--- src/source/umi_defs.svh ---
`ifndef UMI_DEFS_SVH
`define UMI_DEFS_SVH

// Link widths
`define UMI_AW 16                                   // Address
`define UMI_DW 32                                   // Data word
`define UMI_CW 7                                    // Command field
`define UMI_UW 80                                   // Whole packet

// Field offsets with the command in the low bits
`define UMI_DST_LSB  `UMI_CW
`define UMI_SRC_LSB  (`UMI_DST_LSB + `UMI_AW)
`define UMI_DATA_LSB (`UMI_SRC_LSB + `UMI_AW)

// Endpoint sizing
`define UMI_MEM_WORDS 64                            // Indexed by dstaddr[7:2]
`define UMI_CREDITS   2                             // Response credits after reset

`endif

--- src/source/umi_pkt_pkg.sv ---
`include "umi_defs.svh"

package umi_pkt_pkg;

   //######################################
   // Packet fields
   //######################################

   typedef logic [`UMI_AW-1:0] umi_addr_t;          // dstaddr and srcaddr
   typedef logic [`UMI_DW-1:0] umi_data_t;          // One memory word
   typedef logic [`UMI_UW-1:0] umi_packet_t;        // Full link packet

   //######################################
   // Command codes
   //######################################

   // Requests are odd, responses even
   typedef enum logic [`UMI_CW-1:0] {
      CMD_READ         = 7'h01,                     // Read one word
      CMD_WRITE_ACK    = 7'h03,                     // Write with ack
      CMD_WRITE_POSTED = 7'h05,                     // Fire and forget
      CMD_ATOMIC_ADD   = 7'h09,                     // Fetch and add
      CMD_ATOMIC_SWAP  = 7'h0b,                     // Fetch and store
      CMD_RESP_READ    = 7'h02,                     // Carries a data word
      CMD_RESP_ACK     = 7'h04                      // Write ack, no data
   } umi_cmd_t;

endpackage

--- src/source/umi_ctrl_pkg.sv ---
package umi_ctrl_pkg;

   // Endpoint sequencing
   typedef enum logic [1:0] {
      EP_IDLE    = 2'd0,                            // Waiting for a request
      EP_ACCESS  = 2'd1,                            // Memory cycle
      EP_RESPOND = 2'd2                             // Response on the link
   } ep_state_t;

   // What the memory does at the end of the access cycle
   typedef enum logic [1:0] {
      MEM_NONE  = 2'd0,                             // Read only or no-op
      MEM_WRITE = 2'd1,                             // Store wdata
      MEM_ADD   = 2'd2,                             // Store old + wdata
      MEM_SWAP  = 2'd3                              // Store wdata, return old
   } mem_op_t;

endpackage

--- src/source/umi_request_decode.sv ---
`timescale 1ns/1ps
`include "umi_defs.svh"

module umi_request_decode
   import umi_pkt_pkg::*, umi_ctrl_pkg::*;
(
   input  umi_packet_t packet,
   output umi_cmd_t    cmd,
   output umi_addr_t   dstaddr,
   output umi_addr_t   srcaddr,
   output umi_data_t   wdata,
   output mem_op_t     mem_op,
   output logic        needs_resp,
   output logic        cmd_valid_op
);

   //######################################
   // Field slicing
   //######################################

   assign cmd     = umi_cmd_t'(packet[`UMI_CW-1:0]);          // Raw code, may be unlisted
   assign dstaddr = packet[`UMI_DST_LSB +: `UMI_AW];          // Local word address
   assign srcaddr = packet[`UMI_SRC_LSB +: `UMI_AW];          // Where the response goes
   assign wdata   = packet[`UMI_DATA_LSB +: `UMI_DW];         // Write or atomic operand

   //######################################
   // Command classification
   //######################################

   always_comb
   begin
      mem_op       = MEM_NONE;
      needs_resp   = 1'b0;
      cmd_valid_op = 1'b1;
      case (cmd)
         CMD_READ:
            needs_resp = 1'b1;                                 // Old word returned
         CMD_WRITE_POSTED:
            mem_op = MEM_WRITE;                                // No response, no credit
         CMD_WRITE_ACK:
         begin
            mem_op     = MEM_WRITE;
            needs_resp = 1'b1;                                 // Ack only
         end
         CMD_ATOMIC_ADD:
         begin
            mem_op     = MEM_ADD;
            needs_resp = 1'b1;
         end
         CMD_ATOMIC_SWAP:
         begin
            mem_op     = MEM_SWAP;
            needs_resp = 1'b1;
         end
         default:
            cmd_valid_op = 1'b0;                               // Responses and unknown codes
      endcase
   end

endmodule

--- src/source/umi_credit_counter.sv ---
`timescale 1ns/1ps
`include "umi_defs.svh"

module umi_credit_counter
(
   input  logic clk,
   input  logic nreset,
   input  logic credit_take,                        // Response sent this cycle
   input  logic credit_return,                      // Receiver freed one slot
   output logic credit_avail
);

   localparam int CNTW = $clog2(`UMI_CREDITS + 1);

   logic [CNTW-1:0] count;                          // Credits held by the endpoint

   always_ff @(posedge clk or negedge nreset)
   begin
      if (!nreset)
         count <= CNTW'(`UMI_CREDITS);              // Receiver starts with free slots
      else if (credit_take && !credit_return)
         count <= count - 1'b1;
      else if (credit_return && !credit_take)
         count <= count + 1'b1;
      // Take and return together cancel out
   end

   assign credit_avail = (count != '0);

   //######################################
   // Link protocol checks
   //######################################

   // Receiver never hands back more than it was given
   a_credit_max: assert property (@(posedge clk) disable iff (!nreset)
      count <= CNTW'(`UMI_CREDITS));

   // FSM only responds when a credit was reserved at accept
   a_credit_underflow: assert property (@(posedge clk) disable iff (!nreset)
      credit_take |-> (count != '0) || credit_return);

endmodule

--- src/source/umi_endpoint_fsm.sv ---
`timescale 1ns/1ps

module umi_endpoint_fsm
   import umi_ctrl_pkg::*;
(
   input  logic    clk,
   input  logic    nreset,
   input  logic    req_valid,
   output logic    req_ready,
   input  logic    cmd_valid_op,                    // From decoder
   input  logic    needs_resp,
   input  mem_op_t mem_op_in,
   input  logic    credit_avail,                    // From credit counter
   output logic    credit_take,
   output logic    mem_en,                          // High for the access cycle
   output mem_op_t mem_op,                          // Latched at accept
   output logic    capture,                         // Packer loads response
   output logic    resp_valid
);

   ep_state_t state;
   ep_state_t state_nxt;
   logic      armed;                                // Set on first edge out of reset
   logic      resp_due;                             // Accepted request wants an answer
   logic      accept;

   // Posted writes and junk commands pass without a credit
   assign req_ready = armed && (state == EP_IDLE) && (!needs_resp || credit_avail);
   assign accept    = req_valid && req_ready;

   //######################################
   // Next state
   //######################################

   always_comb
   begin
      state_nxt = state;
      case (state)
         EP_IDLE:
            if (accept)
               state_nxt = EP_ACCESS;
         EP_ACCESS:
            state_nxt = resp_due ? EP_RESPOND : EP_IDLE;
         EP_RESPOND:
            state_nxt = EP_IDLE;                    // One beat per response
         default:
            state_nxt = EP_IDLE;
      endcase
   end

   always_ff @(posedge clk or negedge nreset)
   begin
      if (!nreset)
      begin
         state    <= EP_IDLE;
         armed    <= 1'b0;
         resp_due <= 1'b0;
         mem_op   <= MEM_NONE;
      end
      else
      begin
         state <= state_nxt;
         armed <= 1'b1;
         if (accept)
         begin
            resp_due <= cmd_valid_op && needs_resp;
            mem_op   <= cmd_valid_op ? mem_op_in : MEM_NONE;   // Invalid is a no-op
         end
      end
   end

   assign mem_en      = (state == EP_ACCESS);
   assign capture     = mem_en && resp_due;         // Old word ready at end of access
   assign resp_valid  = (state == EP_RESPOND);
   assign credit_take = resp_valid;                 // Every beat uses one slot

   // A response beat always traces back to an accept that saw a credit
   a_resp_had_credit: assert property (@(posedge clk) disable iff (!nreset)
      resp_valid |-> $past(accept && credit_avail, 2));

endmodule

--- src/source/umi_atomic_mem.sv ---
`timescale 1ns/1ps
`include "umi_defs.svh"

module umi_atomic_mem
   import umi_pkt_pkg::*, umi_ctrl_pkg::*;
(
   input  logic      clk,
   input  logic      mem_en,
   input  mem_op_t   op,
   input  umi_addr_t addr,
   input  umi_data_t wdata,
   output umi_data_t rdata                          // Word before this access
);

   localparam int IW = $clog2(`UMI_MEM_WORDS);

   umi_data_t     mem [`UMI_MEM_WORDS];
   logic [IW-1:0] idx_q;                            // Word index of current request
   umi_data_t     wdata_q;                          // Operand of current request

   // Track the decoder while idle and freeze once the access starts,
   // so the source may move on to its next packet
   always_ff @(posedge clk)
   begin
      if (!mem_en)
      begin
         idx_q   <= addr[IW+1:2];                   // Byte address to word index
         wdata_q <= wdata;
      end
   end

   assign rdata = mem[idx_q];                       // Asynchronous read

   //######################################
   // Read-modify-write
   //######################################

   always_ff @(posedge clk)
   begin
      if (mem_en)
      begin
         case (op)
            MEM_WRITE,
            MEM_SWAP:
               mem[idx_q] <= wdata_q;
            MEM_ADD:
               mem[idx_q] <= rdata + wdata_q;       // Wraps at 2^32
            default:
               ;                                    // Plain read
         endcase
      end
   end

endmodule

--- src/source/umi_response_pack.sv ---
`timescale 1ns/1ps
`include "umi_defs.svh"

module umi_response_pack
   import umi_pkt_pkg::*;
(
   input  logic        clk,
   input  logic        capture,
   input  umi_cmd_t    cmd,
   input  umi_addr_t   dstaddr,
   input  umi_addr_t   srcaddr,
   input  umi_data_t   rdata,
   output umi_packet_t resp_packet
);

   localparam int PADW = `UMI_UW - `UMI_DATA_LSB - `UMI_DW;   // Zero fill on top

   umi_cmd_t  req_cmd;                              // Request fields held for the access
   umi_addr_t req_dst;
   umi_addr_t req_src;
   umi_cmd_t  resp_cmd;
   umi_addr_t resp_dst;
   umi_addr_t resp_src;
   umi_data_t resp_data;
   logic      is_ack;

   // Same hold scheme as the memory index
   always_ff @(posedge clk)
   begin
      if (!capture)
      begin
         req_cmd <= cmd;
         req_dst <= dstaddr;
         req_src <= srcaddr;
      end
   end

   assign is_ack = (req_cmd == CMD_WRITE_ACK);

   //######################################
   // Turn around
   //######################################

   always_ff @(posedge clk)
   begin
      if (capture)
      begin
         resp_cmd  <= is_ack ? CMD_RESP_ACK : CMD_RESP_READ;
         resp_dst  <= req_src;                      // Back to the requester
         resp_src  <= req_dst;
         resp_data <= is_ack ? '0 : rdata;          // Old word for reads and atomics
      end
   end

   assign resp_packet = {{PADW{1'b0}}, resp_data, resp_src, resp_dst, resp_cmd};

endmodule

--- src/source/umi_endpoint.sv ---
`timescale 1ns/1ps

module umi_endpoint
   import umi_pkt_pkg::*, umi_ctrl_pkg::*;
(
   input  logic        clk,
   input  logic        nreset,
   input  logic        req_valid,
   input  umi_packet_t req_packet,
   output logic        req_ready,
   output logic        resp_valid,
   output umi_packet_t resp_packet,
   input  logic        resp_credit
);

   umi_cmd_t  cmd;
   umi_addr_t dstaddr;
   umi_addr_t srcaddr;
   umi_data_t wdata;
   umi_data_t rdata;
   mem_op_t   dec_mem_op;                           // Decoded, live
   mem_op_t   mem_op;                               // Latched by FSM
   logic      needs_resp;
   logic      cmd_valid_op;
   logic      credit_avail;
   logic      credit_take;
   logic      mem_en;
   logic      capture;

   //######################################
   // Request side
   //######################################

   umi_request_decode u_decode (
      .packet       (req_packet),
      .cmd          (cmd),
      .dstaddr      (dstaddr),
      .srcaddr      (srcaddr),
      .wdata        (wdata),
      .mem_op       (dec_mem_op),
      .needs_resp   (needs_resp),
      .cmd_valid_op (cmd_valid_op)
   );

   umi_endpoint_fsm u_fsm (
      .clk          (clk),
      .nreset       (nreset),
      .req_valid    (req_valid),
      .req_ready    (req_ready),
      .cmd_valid_op (cmd_valid_op),
      .needs_resp   (needs_resp),
      .mem_op_in    (dec_mem_op),
      .credit_avail (credit_avail),
      .credit_take  (credit_take),
      .mem_en       (mem_en),
      .mem_op       (mem_op),
      .capture      (capture),
      .resp_valid   (resp_valid)
   );

   umi_atomic_mem u_mem (
      .clk          (clk),
      .mem_en       (mem_en),
      .op           (mem_op),
      .addr         (dstaddr),
      .wdata        (wdata),
      .rdata        (rdata)
   );

   //######################################
   // Response side
   //######################################

   umi_response_pack u_pack (
      .clk          (clk),
      .capture      (capture),
      .cmd          (cmd),
      .dstaddr      (dstaddr),
      .srcaddr      (srcaddr),
      .rdata        (rdata),
      .resp_packet  (resp_packet)
   );

   umi_credit_counter u_credit (
      .clk           (clk),
      .nreset        (nreset),
      .credit_take   (credit_take),
      .credit_return (resp_credit),                 // One credit per high cycle
      .credit_avail  (credit_avail)
   );

endmodule

--- config.mk ---
export PLATFORM = sky130hd
export DESIGN_NAME = umi_endpoint
export DESIGN_NICKNAME = d
export VERILOG_FILES = /design/src/source/umi_pkt_pkg.sv /design/src/source/umi_ctrl_pkg.sv /design/src/source/umi_request_decode.sv /design/src/source/umi_credit_counter.sv /design/src/source/umi_endpoint_fsm.sv /design/src/source/umi_atomic_mem.sv /design/src/source/umi_response_pack.sv /design/src/source/umi_endpoint.sv
export VERILOG_INCLUDE_DIRS = /design/src /design/src/source
export SDC_FILE = /design/constraint.sdc
export NUM_CORES = 2
export LEC_CHECK = 0
export BUFFER_PORTS_ARGS = -buffer_cell sky130_fd_sc_hd__buf_2
export CORE_ASPECT_RATIO = 0.7
export CORE_MARGIN = 2
export CORE_UTILIZATION = 45
export CTS_BUF_LIST = sky130_fd_sc_hd__clkbuf_2 sky130_fd_sc_hd__clkbuf_4 sky130_fd_sc_hd__clkbuf_8
export DETAILED_ROUTE_END_ITERATION = 8
export PLACE_DENSITY_LB_ADDON = 0.12
export SETUP_SLACK_MARGIN = 0.05
export SLEW_MARGIN = 40
export SYNTH_ARGS = -nofsm -noshare
export SYNTH_HDL_FRONTEND = slang
export SYNTH_SLANG_ARGS = --single-unit
--- constraint.sdc ---
create_clock -name clk -period 9.3 [get_ports clk]
set_clock_uncertainty 0.1 [all_clocks]
set_input_delay 1.86 -clock clk [delete_from_list [all_inputs] [get_ports clk]]
set_output_delay 1.86 -clock clk [all_outputs]
set_load 0.05 [all_outputs]
# Word level (Yosys, flattened, before mapping)
# Memory sizes are Yosys's and may differ from the RTL's. A register that Yosys moved wholly into a read port is not among the register bits.
# Cells that the tools add are included.
# word_totals
n_memories	1
ff_bits	156
out_inout_bits	82
ramBits	2048
input_bits	84
word_cells	67
# memory_table
memory	depth	word_bits	read_ports	rd_clocked_by_memory_dff	write_ports	line_no	source
u_mem.mem	64	32	1	1	1	umi_atomic_mem.sv:17	umi_data_t mem [`UMI_MEM_WORDS];
# op_classes
bitwise_logic	1
reduce_logical	18
mux	18
n_addsub	3
eq_ne	12
# ops
operator	n
32-bit adder	1
32-bit two-way mux	1
7-bit by 2-bit == test with 1-bit output, second input constant	2
7-bit by 4-bit == test with 1-bit output, second input constant	2
2-bit two-way mux	5
1-bit two-way mux	8
7-bit by 1-bit == test with 1-bit output, second input constant	1
7-bit by 3-bit == test with 1-bit output, second input constant	1
1-bit logical AND	7
2-bit == test, second input constant	3
6-bit two-way mux	1
2-bit case mux with 3 select lines	1
5-bit OR reduction	1
2-bit by 1-bit == test with 1-bit output, second input constant	2
2-bit case mux with 2 select lines	1
2-bit nonzero test	2
2-bit OR reduction	2
4-bit OR reduction	1
1-bit logical NOT	3
3-bit two-way mux	1
2-bit by 1-bit adder with 2-bit output, second input constant	1
2-bit logical NOT	1
2-bit by 1-bit inequality test with 1-bit output, second input constant	1
2-bit by 1-bit subtractor with 2-bit output, second input constant	1
other kinds (2)	2

# Logic depth before layout (Yosys ltp)
# logic_depth
ltp_word	9
mapped_depth	20
mapped_depth_nobuf	15

# Hierarchy
# Synthesis repeated with hierarchy kept, for this count alone.
# unflattened
cells_unflattened	3630
hier_area_um2	85649.6
# modules_own_cells
mod	cells_each	seq_area_each_um2	area_per_inst_um2	instances
umi_atomic_mem	3352	62760.2	81051.5	1
umi_response_pack	164	3153.0	3606.0	1
umi_request_decode	79	0.0	594.3	1
umi_endpoint_fsm	26	150.1	294.0	1
umi_credit_counter	9	51.3	103.8	1

# Least setup slack after synthesis
# OpenSTA, ideal clock, no wires.
# synth_timing
kind	reg2reg
start	register with a tool-made name
end	memory u_mem.mem[0][16] (netlist bit) (data pin)
path_stages_with_launch	20
synth_period_minus_slack_ns	7.985
path_buffers	4
setup_time_ns	0.719
arrival_ns	7.166
required_time_ns	8.481
setup_slack_ns	1.315
cell_sequence	dfxtp_1 buf_6 buf_6 buf_6 buf_1 mux4_2 mux4_2 mux4_2 ha_1 inv_1 fa_1 nor2b_1 o21a_1 o21ai_0 a21oi_1 a41oi_1 a21boi_0 o21ai_0 a21oi_1 o31ai_1
# synth_rtl
item	line_no
end, declared	umi_atomic_mem.sv:17

==> results.cfg <==
[global_route]
antenna_found_initial = 23
grt_pass1_vias = 40098
grt_max_degree = 84
grt_usage_pct = 23.5
grt_pass1_wl_mm = 313
grt_remaining_overflow = 0

[power_and_ir_drop]
swShare_pct = 23.5
clkPwrFrac_pct = 37.1
p_switching_uw = 4840
p_seq_share_pct = 53.9
comb_power_share_pct = 9.0
cell_internal_pwr_uw = 15700
cellLeakagePower_uw = 0.0305
powerDensity_nw_per_um2 = 212
ir_drop_mv = 0.123

[worst_setup_path]
path_delay_family = compound AO/OA/AOI/OAI gates
startpoint_type = flip-flop
critical_path_class = reg2reg
critPathBufInv = 3
critical_path.max_fanout = 41
critPathCaptureType = flip-flop
path_cells = buf_12 > buf_12 > mux4_2 > mux4_2 > mux4_2 > ha_1 > o21ai_0 > a21oi_1 > a41oi_1 > a2111o_1 > a211oi_1 > or3_1 > nand3_2 > buf_4
critPathRequiredTime_ps = 9780
path_common_cell = mux4_2
crit_slowest_cell = dfxtp_4
cpPeakStageDelay_ps = 850
cp_data_arrival_time_ps = 7670
r2r_setup_slack_ps = 2110

[cts]
htree_levels = 5
clock-sinks = 2205
cts_root_buf = clkbuf_8
cts_buffers = 329
clockBufferDepth = 4
postCtsSetupBuffers = 0
cts_tree = built
clk_pin_slew_ps = 60
insertion_delay_ps = 940
cts-resized-gates = 0
cts_hold_buf = 0

[finish]
multi_input_area_sq_um = 18800
post_route_cells_drive_above_1_share_pct = 37.9
layout_common_cells = edfxtp_1, mux4_2, clkbuf_8
layout_commonest_cell = edfxtp_1
layout.nets = 4142
num-fill-cells = 14626
final_area_sq_um = 96900
area_growth_pct = 13.9
seqCellArea_sq_um = 66100

[synth]
synthMuxAreaShare_pct = 17.9
ys_types = 57
syn-cell-area_sq_um = 85000
synth-edff-count = 2191
synth_async_sr_flop_share_pct = 0.363
synth-seq-area-share_pct = 77.8
synth_compound_area_share_pct = 1.04
ys.flop_type = edfxtp_1
yosysWarnings = 0
ys_ff_latch = 2205
avgSynthCellArea_sq_um = 23.9
netlist_top_cells_area = edfxtp_1, mux4_2, ha_1
post-synth-top-area-fraction_pct = 77.4
synth_top_family_by_area = multiplexers
postSynthCellCount = 3554
yosys.area_share.simple_pct = 1.41
synthAdderAreaFrac_pct = 0.494
synth_xor_xnor_area_share_pct = 0.206
yosysTopAreaCell = edfxtp_1

[timing]
rsz0062_at_grt = no
setup-violations-final = 0
finalCritPeriodShare_pct = 77.3
finalCriticalPeriod_ps = 7190
final_hold_viol_count = 0
tightest_slew_ps = 898
fmax_ghz = 0.139
relSlewSlack_pct = 40.1
drv_slew = 0
tns_ps = 0
whs_ps = 318

[die]
die_h_um = 368
die_area_sq_um = 193000
row_count = 133
ioPinCount = 166
start_util_pct = 45.3
core-area_sq_um = 188000
die_x_um = 524

[route]
wirelength_mm = 227
first_pass_iters = 6
drc_errors = 0
ant_nets = 0
post_drt_wl_per_cell_um = 33.4
vias = 40105
viasPerCell = 5.92
drt_iter0_markers = 4981

[placed_design]
placed_cell_area_sq_um = 90500
port_buffers = 142
dpl.hpwl_mm = 124
gp_congestion = 0.870

[flow_run]
max_cap_viol_count = 0

[worst_hold_path]
min_from = u_pack.req_dst[11]$_DFFE_PN_
min_path_type = reg2reg

[status]
status = finished, final reports clean
==> sequential cells by signal (all words and copies together) (netlist names), named ones only <==
| name | count |
|---|---|
| u_pack.resp_data | 32 |
| u_pack.resp_dst | 16 |
| u_fsm.resp_due | 1 |
| u_mem.mem | 2048 |
| u_fsm.state | 2 |
| u_pack.req_src | 16 |
| u_pack.resp_cmd | 2 |
| u_mem.idx_q | 6 |
| u_mem.wdata_q | 32 |
| u_fsm.mem_op | 2 |
| u_pack.req_dst | 16 |
| u_pack.req_cmd | 7 |
| u_fsm.armed | 1 |
| u_credit.count | 2 |
| u_pack.resp_src | 16 |
==> cell families after synthesis <==
group | after synthesis
simple gates | 254
other cells | 2
mux | 691
flops | 2205
fa+ha+maj | 33
buf+inv | 206
compound gates | 143
xor+xnor | 20
==> metal layers <==
metal / global-route usage (%) / share of wire, % / vias up
met3: 6.67 / 8.8 / 338
met5: 0.651 / 0.094 / -
met4: 5.92 / 2.2 / 8
li1: - / - / 16218
met2: 34.3 / 45 / 1631
met1: 35.1 / 44 / 21910
==> area by class of cell <==
cell class / instances / area share (%)
clock buffer: 452 / 5.70
antenna: 6 / 0.0155
clock inverter: 128 / 0.709
timing repair buffer: 314 / 2.59
inverter: 19 / 0.0749
tap: 2497 / 3.23
sequential: 2205 / 68.3
multi-input combinational: 1156 / 19.4
==> Yosys cell counts, types with 6 or more instances <==
library cell and count:
edfxtp_1 2191, mux4_2 660, clkbuf_1 91, nor2_1 83, nand2_1 68, buf_4 41
o21ai_0 40, and2_1 33, ha_1 32, a21oi_1 29, buf_2 24, buf_1 21
nand3_1 21, mux2_2 19, inv_1 18, a21o_1 16, mux2i_1 12, o21ai_1 12
xor2_1 12, buf_6 10, nor2b_1 8, o31ai_1 8, xnor2_1 8, a31oi_1 7
dfrtp_1 7, o21a_1 7, or3_1 7, dfxtp_1 6, nor3_1 6
==> worst reg2reg max path, stage by stage, from the launching register on <==
cell and delay, ps:
dfxtp_4 850, buf_12 430, buf_12 400, mux4_2 620
mux4_2 510, mux4_2 590, ha_1 420, o21ai_0 110
a21oi_1 390, a41oi_1 340, a2111o_1 540, a211oi_1 320
or3_1 170, nand3_2 570, buf_4 500
==> per-stage QoR <==
step                std cells  util [%]  setup WS [ps]  power [uW]
finish                   6777      51.6           2110       20600
global route             6774      51.6           1690       21300
CTS                      6764      51.5           2080       20700
detailed placement       6184      48.2           2080       13100
global placement         6170      48.0           2110       13100
floorplan                3567         -           1320       12500
==> worst paths after layout <==
check	to	cells after the start
max in group asynchronous	u_credit.count[1]$_DFFE_PN1P_	1
worst min-delay path	u_pack.resp_src[11]$_DFFE_PP_	0
worst max-delay path	u_mem.mem[3][30]$_DFFE_PP_	14
worst min register to register	u_pack.resp_src[11]$_DFFE_PP_	0
worst max register to register	u_mem.mem[3][30]$_DFFE_PP_	14
min in group asynchronous	u_fsm.mem_op[1]$_DFFE_PN0P_	1
==> power groups by stage <==
stage,clock (uW),combinational (uW),sequential [uW]
6_report,7630,1850,11100
5_1_grt,8210,1960,11100
4_1_cts,7810,1840,11100
3_5_place_dp,0,1830,11300
3_3_place_gp,0,1810,11300
2_1_floorplan,0,1170,11300
Note: power is estimated with default switching activity, not from simulation.
